## src/design/cdp_bufferin_pkg.sv

```systemverilog
package cdp_bufferin_pkg;

  ////////////////////////////////
  // lane geometry
  ////////////////////////////////

  // one sliding channel window per width position
  localparam int NUM_LANES = 8;

  // channels per atomic group, last pos_c of a group is ATOMIC_C/TP - 1
  localparam int ATOMIC_C = 8;

  ////////////////////////////////
  // info field layout
  ////////////////////////////////

  // field widths
  localparam int POS_W_BITS = 4;
  localparam int WIDTH_BITS = 4;
  localparam int POS_C_BITS = 3;

  // bit offsets inside the info word that follows the data
  localparam int POS_W_LSB  = 0;
  localparam int WIDTH_LSB  = POS_W_LSB + POS_W_BITS;
  localparam int POS_C_LSB  = WIDTH_LSB + WIDTH_BITS;
  localparam int B_SYNC_BIT = POS_C_LSB + POS_C_BITS;
  localparam int LAST_W_BIT = B_SYNC_BIT + 1;
  localparam int LAST_H_BIT = LAST_W_BIT + 1;
  localparam int LAST_C_BIT = LAST_H_BIT + 1;

  // same 15-bit info word on the input and output payloads
  localparam int INFO_BITS  = LAST_C_BIT + 1;

endpackage

```

## src/design/cdp_bufferin_if.sv

```systemverilog
// shift command broadcast from ctrl to every lane
interface lane_shift_if
  import cdp_bufferin_pkg::*;
#(
  parameter int TP  = 2,
  parameter int BPE = 9
) ();
  // one-hot lane select, at most one lane shifts per step
  logic [NUM_LANES-1:0] shift_en;
  // new slot 0 content for the selected lane
  logic [TP*BPE-1:0]    shift_data;
  // flush shifts push zeros instead of shift_data
  logic                 zero_fill;
  // wipes every lane, pulses with the last flush step
  logic                 clear_all;

  modport ctrl (output shift_en, output shift_data, output zero_fill, output clear_all);
  modport lane (input shift_en, input shift_data, input zero_fill, input clear_all);
endinterface

// per-step info fields from ctrl to the output stage
interface beat_info_if
  import cdp_bufferin_pkg::*;
();
  // one pulse per output beat
  logic                  step;
  logic [POS_W_BITS-1:0] pos_w;
  // already reduced by one
  logic [WIDTH_BITS-1:0] width;
  logic [POS_C_BITS-1:0] pos_c;
  logic                  b_sync;
  logic                  last_w;
  logic                  last_h;
  logic                  last_c;

  modport ctrl (output step, pos_w, width, pos_c, b_sync, last_w, last_h, last_c);
  modport out (input step, pos_w, width, pos_c, b_sync, last_w, last_h, last_c);
endinterface

```

## src/design/cdp_bufferin_ctrl.sv

```systemverilog
module cdp_bufferin_ctrl
  import cdp_bufferin_pkg::*;
#(
  parameter int TP  = 2,
  parameter int BPE = 9
) (
  input  logic                         nvdla_core_clk,
  input  logic                         nvdla_core_rstn,
  input  logic [TP*BPE+INFO_BITS-1:0]  cdp_rdma2dp_pd,
  input  logic                         cdp_rdma2dp_valid,
  output logic                         cdp_rdma2dp_ready,
  input  logic                         out_free,
  lane_shift_if.ctrl                   lanes,
  beat_info_if.ctrl                    info
);

  localparam int DATA_BITS    = TP * BPE;
  localparam int PD_BITS      = DATA_BITS + INFO_BITS;
  // zero rounds needed so the trailing channels still see a full window
  localparam int FLUSH_ROUNDS = 4 / TP;
  localparam int ROUND_BITS   = (FLUSH_ROUNDS > 1) ? $clog2(FLUSH_ROUNDS) : 1;
  localparam int POS_C_END    = ATOMIC_C / TP - 1;

  // input register
  logic                  in_vld_q;
  logic [PD_BITS-1:0]    in_pd_q;
  // unpacked fields of the registered beat
  logic [DATA_BITS-1:0]  in_data;
  logic [INFO_BITS-1:0]  in_info;
  logic [POS_W_BITS-1:0] in_pos_w;
  logic [WIDTH_BITS-1:0] in_width_m1;
  logic [POS_C_BITS-1:0] in_pos_c;
  logic                  in_b_sync;
  logic                  in_last_w;
  logic                  in_last_h;
  logic                  in_last_c;
  logic                  cube_end;
  // flush sequencer
  logic                  flush_q;
  logic [POS_W_BITS-1:0] flush_pos_w_q;
  logic [ROUND_BITS-1:0] flush_round_q;
  logic                  round_end;
  logic                  flush_last;
  // fields held from the cube-end beat
  logic [WIDTH_BITS-1:0] hold_width_q;
  logic [POS_C_BITS-1:0] hold_pos_c_q;
  logic                  hold_last_w_q;
  logic                  hold_last_h_q;
  logic                  hold_last_c_q;
  // step qualifiers
  logic                  step_normal;
  logic                  flush_step;

  //////////////////////////////
  // input register and unpack
  //////////////////////////////

  // registered beat leaves when out can take it, never during flush
  assign step_normal = in_vld_q & out_free & ~flush_q;
  assign cdp_rdma2dp_ready = (~in_vld_q | step_normal) & ~flush_q;

  always_ff @(posedge nvdla_core_clk or negedge nvdla_core_rstn) begin
    if (!nvdla_core_rstn) begin
      in_vld_q <= 1'b0;
    end else if (cdp_rdma2dp_valid && cdp_rdma2dp_ready) begin
      in_vld_q <= 1'b1;
    end else if (step_normal) begin
      in_vld_q <= 1'b0;
    end
  end

  always_ff @(posedge nvdla_core_clk) begin
    if (cdp_rdma2dp_valid && cdp_rdma2dp_ready) begin
      in_pd_q <= cdp_rdma2dp_pd;
    end
  end

  assign in_data     = in_pd_q[DATA_BITS-1:0];
  assign in_info     = in_pd_q[DATA_BITS +: INFO_BITS];
  assign in_pos_w    = in_info[POS_W_LSB +: POS_W_BITS];
  // downstream expects width minus one
  assign in_width_m1 = in_info[WIDTH_LSB +: WIDTH_BITS] - WIDTH_BITS'(1);
  assign in_pos_c    = in_info[POS_C_LSB +: POS_C_BITS];
  assign in_b_sync   = in_info[B_SYNC_BIT];
  assign in_last_w   = in_info[LAST_W_BIT];
  assign in_last_h   = in_info[LAST_H_BIT];
  assign in_last_c   = in_info[LAST_C_BIT];

  // last channel group of the last line of the cube
  assign cube_end = in_b_sync & (in_pos_c == POS_C_BITS'(POS_C_END))
                  & in_last_w & in_last_h & in_last_c;

  //////////////////////////////
  // flush sequencer
  //////////////////////////////

  assign flush_step = flush_q & out_free;
  assign round_end  = (flush_round_q == ROUND_BITS'(FLUSH_ROUNDS - 1));
  assign flush_last = (flush_pos_w_q == hold_width_q) & round_end;

  // sweep pos_w 0..width-1, FLUSH_ROUNDS times
  always_ff @(posedge nvdla_core_clk or negedge nvdla_core_rstn) begin
    if (!nvdla_core_rstn) begin
      flush_q       <= 1'b0;
      flush_pos_w_q <= '0;
      flush_round_q <= '0;
    end else if (step_normal && cube_end) begin
      flush_q       <= 1'b1;
      flush_pos_w_q <= '0;
      flush_round_q <= '0;
    end else if (flush_step) begin
      if (flush_pos_w_q == hold_width_q) begin
        flush_pos_w_q <= '0;
        if (round_end) begin
          flush_q       <= 1'b0;
          flush_round_q <= '0;
        end else begin
          flush_round_q <= flush_round_q + ROUND_BITS'(1);
        end
      end else begin
        flush_pos_w_q <= flush_pos_w_q + POS_W_BITS'(1);
      end
    end
  end

  // info replayed on every flush step
  always_ff @(posedge nvdla_core_clk) begin
    if (step_normal && cube_end) begin
      hold_width_q  <= in_width_m1;
      hold_pos_c_q  <= in_pos_c;
      hold_last_w_q <= in_last_w;
      hold_last_h_q <= in_last_h;
      hold_last_c_q <= in_last_c;
    end
  end

  //////////////////////////////
  // lane and info drive
  //////////////////////////////

  always_comb begin
    lanes.shift_en = '0;
    if (step_normal) begin
      lanes.shift_en = NUM_LANES'(1) << in_pos_w;
    end else if (flush_step) begin
      lanes.shift_en = NUM_LANES'(1) << flush_pos_w_q;
    end
  end

  assign lanes.shift_data = in_data;
  assign lanes.zero_fill  = flush_q;
  assign lanes.clear_all  = flush_step & flush_last;

  assign info.step   = step_normal | flush_step;
  assign info.pos_w  = flush_q ? flush_pos_w_q : in_pos_w;
  assign info.width  = flush_q ? hold_width_q : in_width_m1;
  assign info.pos_c  = flush_q ? hold_pos_c_q : in_pos_c;
  // b_sync only marks the final flush beat
  assign info.b_sync = flush_q ? flush_last : in_b_sync;
  assign info.last_w = flush_q ? hold_last_w_q : in_last_w;
  assign info.last_h = flush_q ? hold_last_h_q : in_last_h;
  assign info.last_c = flush_q ? hold_last_c_q : in_last_c;

endmodule

```

## src/design/cdp_bufferin_lane.sv

```systemverilog
module cdp_bufferin_lane #(
  parameter int  TP      = 2,
  parameter int  BPE     = 9,
  parameter int  LANE_ID = 0,
  localparam int WIN     = 8 / TP + 1
) (
  input  logic                    nvdla_core_clk,
  input  logic                    nvdla_core_rstn,
  lane_shift_if.lane              shift,
  output logic [WIN*TP*BPE-1:0]   window
);

  localparam int SLOT_BITS = TP * BPE;

  // slot 0 is the newest, ascending range puts it in the msb position
  logic [0:WIN-1][SLOT_BITS-1:0] slot_q;
  logic [0:WIN-1][SLOT_BITS-1:0] slot_nxt;
  logic [SLOT_BITS-1:0]          new_slot;
  logic                          hit;

  assign hit      = shift.shift_en[LANE_ID];
  assign new_slot = shift.zero_fill ? '0 : shift.shift_data;

  // window as it stands after this step's shift
  always_comb begin
    slot_nxt = slot_q;
    if (hit) begin
      slot_nxt = {new_slot, slot_q[0:WIN-2]};
    end
  end

  // out samples the post-shift window on the same step
  assign window = slot_nxt;

  // clear wins over the last flush shift
  always_ff @(posedge nvdla_core_clk or negedge nvdla_core_rstn) begin
    if (!nvdla_core_rstn) begin
      slot_q <= '0;
    end else if (shift.clear_all) begin
      slot_q <= '0;
    end else if (hit) begin
      slot_q <= slot_nxt;
    end
  end

endmodule

```

## src/design/cdp_bufferin_out.sv

```systemverilog
module cdp_bufferin_out
  import cdp_bufferin_pkg::*;
#(
  parameter int  TP       = 2,
  parameter int  BPE      = 9,
  localparam int WIN      = 8 / TP + 1,
  localparam int WIN_BITS = WIN * TP * BPE
) (
  input  logic                                nvdla_core_clk,
  input  logic                                nvdla_core_rstn,
  input  logic [NUM_LANES-1:0][WIN_BITS-1:0]  windows,
  beat_info_if.out                            info,
  output logic                                out_free,
  output logic [WIN_BITS+INFO_BITS-1:0]       normalz_buf_data,
  output logic                                normalz_buf_data_pvld,
  input  logic                                normalz_buf_data_prdy
);

  localparam int LANE_SEL_BITS = $clog2(NUM_LANES);

  logic [LANE_SEL_BITS-1:0] lane_sel;
  logic [WIN_BITS-1:0]      win_sel;
  logic [INFO_BITS-1:0]     info_d;
  // output register
  logic                     pvld_q;
  logic [WIN_BITS-1:0]      data_q;
  logic [INFO_BITS-1:0]     info_q;

  //////////////////////////////
  // window select
  //////////////////////////////

  // pos_w never exceeds the lane count
  assign lane_sel = info.pos_w[LANE_SEL_BITS-1:0];
  assign win_sel  = windows[lane_sel];

  // pack info in the same layout as the input payload
  always_comb begin
    info_d = '0;
    info_d[POS_W_LSB +: POS_W_BITS] = info.pos_w;
    info_d[WIDTH_LSB +: WIDTH_BITS] = info.width;
    info_d[POS_C_LSB +: POS_C_BITS] = info.pos_c;
    info_d[B_SYNC_BIT]              = info.b_sync;
    info_d[LAST_W_BIT]              = info.last_w;
    info_d[LAST_H_BIT]              = info.last_h;
    info_d[LAST_C_BIT]              = info.last_c;
  end

  //////////////////////////////
  // output register
  //////////////////////////////

  // empty or being drained this cycle
  assign out_free = ~pvld_q | normalz_buf_data_prdy;

  // ctrl only steps when out_free is high
  always_ff @(posedge nvdla_core_clk or negedge nvdla_core_rstn) begin
    if (!nvdla_core_rstn) begin
      pvld_q <= 1'b0;
    end else if (info.step) begin
      pvld_q <= 1'b1;
    end else if (normalz_buf_data_prdy) begin
      pvld_q <= 1'b0;
    end
  end

  // held while pvld is up and prdy low
  always_ff @(posedge nvdla_core_clk) begin
    if (info.step) begin
      data_q <= win_sel;
      info_q <= info_d;
    end
  end

  assign normalz_buf_data      = {info_q, data_q};
  assign normalz_buf_data_pvld = pvld_q;

endmodule

```

## src/design/cdp_bufferin_top.sv

```systemverilog
module cdp_bufferin_top
  import cdp_bufferin_pkg::*;
#(
  parameter int  TP       = 2,
  parameter int  BPE      = 9,
  localparam int WIN      = 8 / TP + 1,
  localparam int WIN_BITS = WIN * TP * BPE
) (
  input  logic                           nvdla_core_clk,
  input  logic                           nvdla_core_rstn,
  input  logic [TP*BPE+INFO_BITS-1:0]    cdp_rdma2dp_pd,
  input  logic                           cdp_rdma2dp_valid,
  output logic                           cdp_rdma2dp_ready,
  output logic [WIN_BITS+INFO_BITS-1:0]  normalz_buf_data,
  output logic                           normalz_buf_data_pvld,
  input  logic                           normalz_buf_data_prdy
);

  // shift broadcast and per-step info
  lane_shift_if #(.TP(TP), .BPE(BPE)) lane_bus ();
  beat_info_if                        info_bus ();

  // post-shift window of every lane
  logic [NUM_LANES-1:0][WIN_BITS-1:0] lane_windows;
  logic                               out_free;

  cdp_bufferin_ctrl #(.TP(TP), .BPE(BPE)) u_ctrl (
    .nvdla_core_clk    (nvdla_core_clk),
    .nvdla_core_rstn   (nvdla_core_rstn),
    .cdp_rdma2dp_pd    (cdp_rdma2dp_pd),
    .cdp_rdma2dp_valid (cdp_rdma2dp_valid),
    .cdp_rdma2dp_ready (cdp_rdma2dp_ready),
    .out_free          (out_free),
    .lanes             (lane_bus.ctrl),
    .info              (info_bus.ctrl)
  );

  // one channel window per width position
  for (genvar g = 0; g < NUM_LANES; g++) begin : g_lane
    cdp_bufferin_lane #(.TP(TP), .BPE(BPE), .LANE_ID(g)) u_lane (
      .nvdla_core_clk  (nvdla_core_clk),
      .nvdla_core_rstn (nvdla_core_rstn),
      .shift           (lane_bus.lane),
      .window          (lane_windows[g])
    );
  end

  cdp_bufferin_out #(.TP(TP), .BPE(BPE)) u_out (
    .nvdla_core_clk        (nvdla_core_clk),
    .nvdla_core_rstn       (nvdla_core_rstn),
    .windows               (lane_windows),
    .info                  (info_bus.out),
    .out_free              (out_free),
    .normalz_buf_data      (normalz_buf_data),
    .normalz_buf_data_pvld (normalz_buf_data_pvld),
    .normalz_buf_data_prdy (normalz_buf_data_prdy)
  );

endmodule

```

## config.mk

```make
export PLATFORM = sky130hd
export DESIGN_NAME = cdp_bufferin_top
export DESIGN_NICKNAME = d
export VERILOG_FILES = /design/src/design/cdp_bufferin_pkg.sv /design/src/design/cdp_bufferin_if.sv /design/src/design/cdp_bufferin_ctrl.sv /design/src/design/cdp_bufferin_lane.sv /design/src/design/cdp_bufferin_out.sv /design/src/design/cdp_bufferin_top.sv
export SDC_FILE = /design/constraint.sdc
export NUM_CORES = 2
export LEC_CHECK = 0
export BUFFER_PORTS_ARGS = -buffer_cell sky130_fd_sc_hd__clkbuf_2
export CORE_MARGIN = 3
export CORE_UTILIZATION = 40
export CTS_CLUSTER_DIAMETER = 50
export DETAILED_ROUTE_END_ITERATION = 6
export GPL_ROUTABILITY_DRIVEN = 0
export PLACE_DENSITY = 0.66
export SLEW_MARGIN = 20
export SYNTH_ARGS = -nofsm -noshare
export SYNTH_HDL_FRONTEND = slang
export SYNTH_SLANG_ARGS = --single-unit
```

## constraint.sdc

```tcl
create_clock -name nvdla_core_clk -period 6.3 [get_ports nvdla_core_clk]
set_input_delay 0 -clock nvdla_core_clk [delete_from_list [all_inputs] [get_ports nvdla_core_clk]]
set_output_delay 0 -clock nvdla_core_clk [all_outputs]
set_load 0.1 [all_outputs]
```

; After elaboration in Yosys (flattened, before gate mapping)
; Cells that the tools add are included.
[word_totals]
regBits = 876
memories = 0
mem_bits_rw = 0
word_cells = 145
in_bits = 37
romBits = 0
out_inout_bits = 107
latchBits = 0
[classes]
magnitude_cmp = 1
n_mul = 0
n_bitwise = 16
div = 0
shifts = 2
n_addsub = 3
reduce_logical = 17
muxes = 51
eq_ne = 2
[ops]
columns = cell, count
row1 = $mux 90, 25
row2 = $bmux 90 s3, 1
row3 = $reduce_bool 2->1, 13
row4 = $mux 4, 5
row5 = $mux 18, 1
row6 = $mux 1, 16
row7 = $mux 8, 2
row8 = $shl 1x4->8 const A, 2
row9 = $and 1x1->1, 10
row10 = $add 4x1->4 const B, 1
row11 = $eq 4x4->1, 1
row12 = $lt 3x4->1 const B, 1
row13 = $sub 4x1->4 const B, 1
row14 = $eq 3x2->1 const B, 1
row15 = $mux 3, 1
row16 = $not 1->1, 3
row17 = $or 1x1->1, 3
row18 = $reduce_and 3->1, 1
row19 = $logic_and 1x1->1, 2
row20 = $reduce_and 2->1, 1
row21 = $add 1x1->1 const B, 1

; Logic depth before layout (Yosys ltp)
[depth]
ltp_word = 8
mapped_depth = 12
ltp_nobuf = 9

; Modules after synthesis
; From an unflattened synthesis, not the netlist that was laid out.
[hier_totals]
hier_cells = 3232
hier_area_um2 = 45532.4
[by_module_without_submodules]
columns = mod, n_inst, cells_each, area_per_inst_um2
row1 = cdp_bufferin_lane, 8, 329, 4327.9
row2 = cdp_bufferin_out, 1, 428, 8552.0
row3 = cdp_bufferin_ctrl, 1, 172, 2357.3

; Least setup slack after synthesis
; No wires, ideal clock.
[synth_timing]
kind = reg2reg
from = register u_ctrl.flush_q (netlist: u_ctrl.lanes.zero_fill)
to = register u_out.data_q[0] (enable)
setup_slack_ns = -0.460
synth_period_minus_slack_ns = 6.760
required_time_ns = 5.730
n_path_buf = 5
arrival_time_ns = 6.190
path_stages_with_launch = 8
path_cell_list = dfrtp_1 -> buf_2 -> buf_1 -> buf_2 -> buf_1 -> clkbuf_1 -> nor2_1 -> nor2_1
[synth_via]
elab_chain_cells = 3
elab_cells_between_ends = 4
[synth_rtl]
columns = item, line_no
row1 = "start, declared", cdp_bufferin_ctrl.sv:39  ; logic flush_q;
row2 = "start signal, assigned", cdp_bufferin_ctrl.sv:104  ; flush_q <= 1'b0;
row3 = "start signal, assigned", cdp_bufferin_ctrl.sv:108  ; flush_q <= 1'b1;
row4 = "start signal, assigned", cdp_bufferin_ctrl.sv:115  ; flush_q <= 1'b0;
row5 = $not 1->1, cdp_bufferin_ctrl.sv:59  ; assign step_normal = in_vld_q & out_free & ~flush_q;
row6 = $and 1x1->1, cdp_bufferin_ctrl.sv:59
row7 = $or 1x1->1 *, cdp_bufferin_ctrl.sv:154  ; assign info.step = step_normal | flush_step;
row8 = net info_bus.step, cdp_bufferin_if.sv:26  ; logic step;
row9 = "end signal, assigned", cdp_bufferin_out.sv:70  ; data_q <= win_sel;
row10 = "end, declared", cdp_bufferin_out.sv:26  ; logic [WIN_BITS-1:0] data_q;
; The timed path passes the listed nets; every way through them passes the cells marked *.
; A chain may end at the register's enable or synchronous reset.

; Worst setup path after layout
[layout_timing]
from = register u_ctrl.flush_q (netlist: u_ctrl.lanes.zero_fill)
to = register u_out.data_q[27], data pin
[layout_via]
elab_chain_cells = 6
elab_cells_between_ends = 16
[layout_rtl]
columns = item, line_no
row1 = $and 1x1->1 or $not 1->1 (tied branches), "cdp_bufferin_ctrl.sv:97, cdp_bufferin_ctrl.sv:59"
row2 = $mux 8 or $and 1x1->1 (tied branches), "cdp_bufferin_ctrl.sv:145, cdp_bufferin_ctrl.sv:59"
row3 = $mux 8, cdp_bufferin_ctrl.sv:143  ; if (step_normal) begin
row4 = $mux 90, cdp_bufferin_lane.sv:27  ; if (hit) begin
row5 = $bmux 90 s3 *, cdp_bufferin_out.sv:35  ; assign win_sel = windows[lane_sel];
row6 = $mux 90 (implied by the code) *, cdp_bufferin_out.sv:35
row7 = net u_out.win_sel[27], cdp_bufferin_out.sv:22  ; logic [WIN_BITS-1:0] win_sel;
; The timed path passes the listed nets; every way through them passes the cells marked *. The select of a mux whose other input is x is not followed.

==> impl_metrics.env <==
export IMPL_cts_max_path_buffers=3
export IMPL_synth_area_leaders="dfrtp_1 (47%), mux2i_1 (16%), edfxtp_1 (11%)"
export IMPL_path_class="reg2reg"
export IMPL_routed_wl_mm=129
export IMPL_post_cts_buffers=0
export IMPL_synth_top_cell_area_share=0.469
export IMPL_r2r_setup_slack_ns=1.99
export IMPL_row_count=113
export IMPL_firstDrtPassIters=6
export IMPL_dr_total_vias=29100
export IMPL_pin_count=144
export IMPL_clock_latency_ns=0.67
export IMPL_fmax_mhz=232
export IMPL_min_period_over_period=0.684
export IMPL_cts_tree="done"
export IMPL_yosysWarnings=0
export IMPL_rsz0062_at_grt="false"
export IMPL_syn_nets=3459
export IMPL_antenna_found_initial=2
export IMPL_die_area_um2=101000
export IMPL_p_sw_frac=0.440
export IMPL_clkTransAtPathRegs_ns=0.06
export IMPL_fillers=8711
export IMPL_ctsResizeCount=0
export IMPL_path_max_fanout=48
export IMPL_cp_endpoint="u_out.data_q[27]"
export IMPL_worstPathArrival_ns=4.78
export IMPL_synth_area_um2=38800
export IMPL_h_tree_depth=3
export IMPL_chipHeight_um=318
export IMPL_wl_per_cell_um=26.9
export IMPL_clock_sinks=876
export IMPL_skew_ns=0.0275
export IMPL_final_nets=3515
export IMPL_timing_rr_start="u_ctrl.lanes.zero_fill"
export IMPL_design_area_um2=44200
export IMPL_finalHoldViolCount=0
export IMPL_drc=0
export IMPL_syn_to_final_growth_pct=13.8
export IMPL_ctsHoldBuffers=36
export IMPL_async_reset_ff_frac=0.831
export IMPL_place_inst=4608
export IMPL_crit_required_ns=6.77
export IMPL_r2r_end="u_out.data_q[27]"
export IMPL_tightest_slew_ns=1.20
export IMPL_yosys_cell_types_count=63
export IMPL_setup_tns_ns=0
export IMPL_slowest_delay_ns=0.89
export IMPL_power_total_mw=21.5
export IMPL_yosys_area_top_type="dfrtp_1"
export IMPL_powerDensity_nw_per_um2=486
export IMPL_rr_worst_depth=9
export IMPL_post_dp_cell_area_um2=40700
export IMPL_holdWs_ns=0.0227
export IMPL_grt_usage=0.250
export IMPL_pwr_share_seq=0.367
export IMPL_stdcell_count=4813
export IMPL_hp_class="in2async"
export IMPL_critPathBufInv=2
export IMPL_pwr_share_comb=0.375
export IMPL_period_needed_ns=4.31
export IMPL_drt_initial_drc_count=3367
export IMPL_dp_hpwl_mm=80.6
export IMPL_postRouteAntennaNets=0
export IMPL_avgSynthCellArea_um2=11.4
export IMPL_p_leak_nw=23.1
export IMPL_cts_inserted_buffers=90
export IMPL_cts_root_buffer="clkbuf_16"
export IMPL_core_area_um2=95600
export IMPL_grt_pass1_vias=29000
export IMPL_drv_slew=0
export IMPL_grt_overflow_total=0
export IMPL_netSwitchingPower_mw=9.46
export IMPL_ys_seq_area_frac=0.584
export IMPL_grt_max_degree=168
export IMPL_port_buffers=143
export IMPL_initial_core_util=0.406
export IMPL_path_common_cell="buf_4"
export IMPL_cp_top_family="simple AND/OR/NAND/NOR gates"
export IMPL_irDropWorstVdd_uv=678
export IMPL_slew_limit_headroom=0.196
export IMPL_setup_violations_final=0
export IMPL_antennaDiodeCount=0
export IMPL_worstSetupStartpointType="flop"
export IMPL_critPathLaunch="u_ctrl.lanes.zero_fill"
export IMPL_drive_gt1_frac=0.118
export IMPL_p_int_mw=12.0
export IMPL_synth_flop_cell="dfrtp_1"
export IMPL_die_w_um=318
export IMPL_via_per_inst=6.04
export IMPL_synth_edf_count=148
export IMPL_status="completed"
export IMPL_grt_pass1_wl_mm=191
export IMPL_drv_cap=0
export IMPL_path_cells="nand4bb_2 > nor3_4 > buf_4 > nor2_4 > buf_4 > o311ai_0 > a221oi_1 > a41oi_1 > o221ai_1"
export IMPL_endpoint_kind="flop"
export IMPL_cpMaxStageDelayCell="dfrtp_2"
export IMPL_synthCells=3415
export IMPL_p_clk_frac=0.258
export IMPL_cp_depth=9
export IMPL_synth_seq_cells=876
metrics by stage:
stage,util,setup WS [ns]
2_1_floorplan,-,1.31
3_3_place_gp,0.426,1.78
3_5_place_dp,0.426,2.14
4_1_cts,0.462,2.05
5_1_grt,0.462,1.80
6_report,0.462,1.99
layout by cell type (no fill, tap or decap), types with 55 or more instances in the layout:
master,instances
dfrtp_1,727
nor2_1,704
mux2i_1,620
o22ai_1,159
nand2_1,156
edfxtp_1,148
clkbuf_2,142
a22oi_1,104
clkbuf_16,94
o221ai_1,73
buf_4,55
flip-flops by register name, summed over array words and instances, names as in the netlist:
register / cells
u_ctrl.flush_pos_w_q: 4
u_out.normalz_buf_data_pvld: 1
u_ctrl.hold_width_q: 4
u_ctrl.hold_last_w_q: 1
u_ctrl.flush_round_q: 1
u_ctrl.hold_last_c_q: 1
u_ctrl.lanes.zero_fill: 1
u_ctrl.in_pd_q: 33
u_ctrl.in_vld_q: 1
u_out.data_q: 90
u_ctrl.hold_pos_c_q: 3
g_lane.u_lane.slot_q: 720
u_ctrl.hold_last_h_q: 1
u_out.info_q: 15
layer usage:
layer / track usage / vias up / wire (um)
met5: 0 / - / 0
met1: 0.350 / 14800 / 54200
met4: 0.105 / 0 / 5920
li1: - / 12500 / -
met3: 0.0571 / 323 / 12500
met2: 0.375 / 1487 / 56600
worst min path at each step:
| stage | from | to | cells past startpoint |
|---|---|---|---|
| final | nvdla_core_rstn | g_lane[1].u_lane.slot_q[24] | 2 |
| after global routing | cdp_rdma2dp_pd[27] | u_ctrl.in_pd_q[27] | 2 |
| after CTS | cdp_rdma2dp_pd[31] | u_ctrl.in_pd_q[31] | 2 |
| after detailed placement | nvdla_core_rstn | g_lane[2].u_lane.slot_q[6] | 1 |
| after global placement | nvdla_core_rstn | g_lane[2].u_lane.slot_q[24] | 1 |
| after floorplan | nvdla_core_rstn | g_lane[0].u_lane.slot_q[0] | 0 |
area by class of cell:
cell class / count / area [um^2] / share of cell area
inverter: 12 / 45.0 / 0.00102
clock buffer: 133 / 2640 / 0.0598
sequential: 876 / 22700 / 0.513
tap: 1265 / 1580 / 0.0358
clock inverter: 36 / 423 / 0.00958
multi-input combinational: 2241 / 15000 / 0.339
timing repair buffer: 250 / 1820 / 0.0412
kinds of logic (layout without fill, tap and decap cells):
kind of cell / after synthesis / after routing / synth area share
AO/OA/AOI/OAI: 524 / 524 / 0.0960
flip-flops: 876 / 876 / 0.584
multiplexers: 633 / 633 / 0.164
buffers and inverters: 298 / 431 / 0.0356
AND/OR/NAND/NOR: 1070 / 1070 / 0.117
XOR/XNOR: 7 / 7 / 0.00158
adder cells (fa/ha/maj): 7 / 7 / 0.00226
power groups by stage:
| stage | clock network (mW) | logic (mW) | registers, mW |
|---|---|---|---|
| floorplan | 0 | 3.61 | 9.41 |
| global placement | 0 | 7.79 | 7.94 |
| detailed placement | 0 | 7.86 | 7.94 |
| CTS | 5.59 | 7.90 | 7.86 |
| global route | 5.84 | 8.34 | 7.94 |
| finish | 5.55 | 8.05 | 7.89 |
Yosys cell counts, types with 11 or more instances:
master	n
dfrtp_1	728
nor2_1	706
mux2i_1	620
nand2_1	165
o22ai_1	159
edfxtp_1	148
buf_2	133
clkbuf_1	121
a22oi_1	104
o221ai_1	73
nor3_1	53
a21oi_1	52
a31oi_1	32
nand2b_1	30
nand3_1	29
a221oi_1	28
nor2b_1	25
or4_1	25
o311ai_0	24
buf_4	16
mux2_2	12
o21ai_0	12
buf_1	11
nand4_1	11
Power figures use the tool's default switching activity.
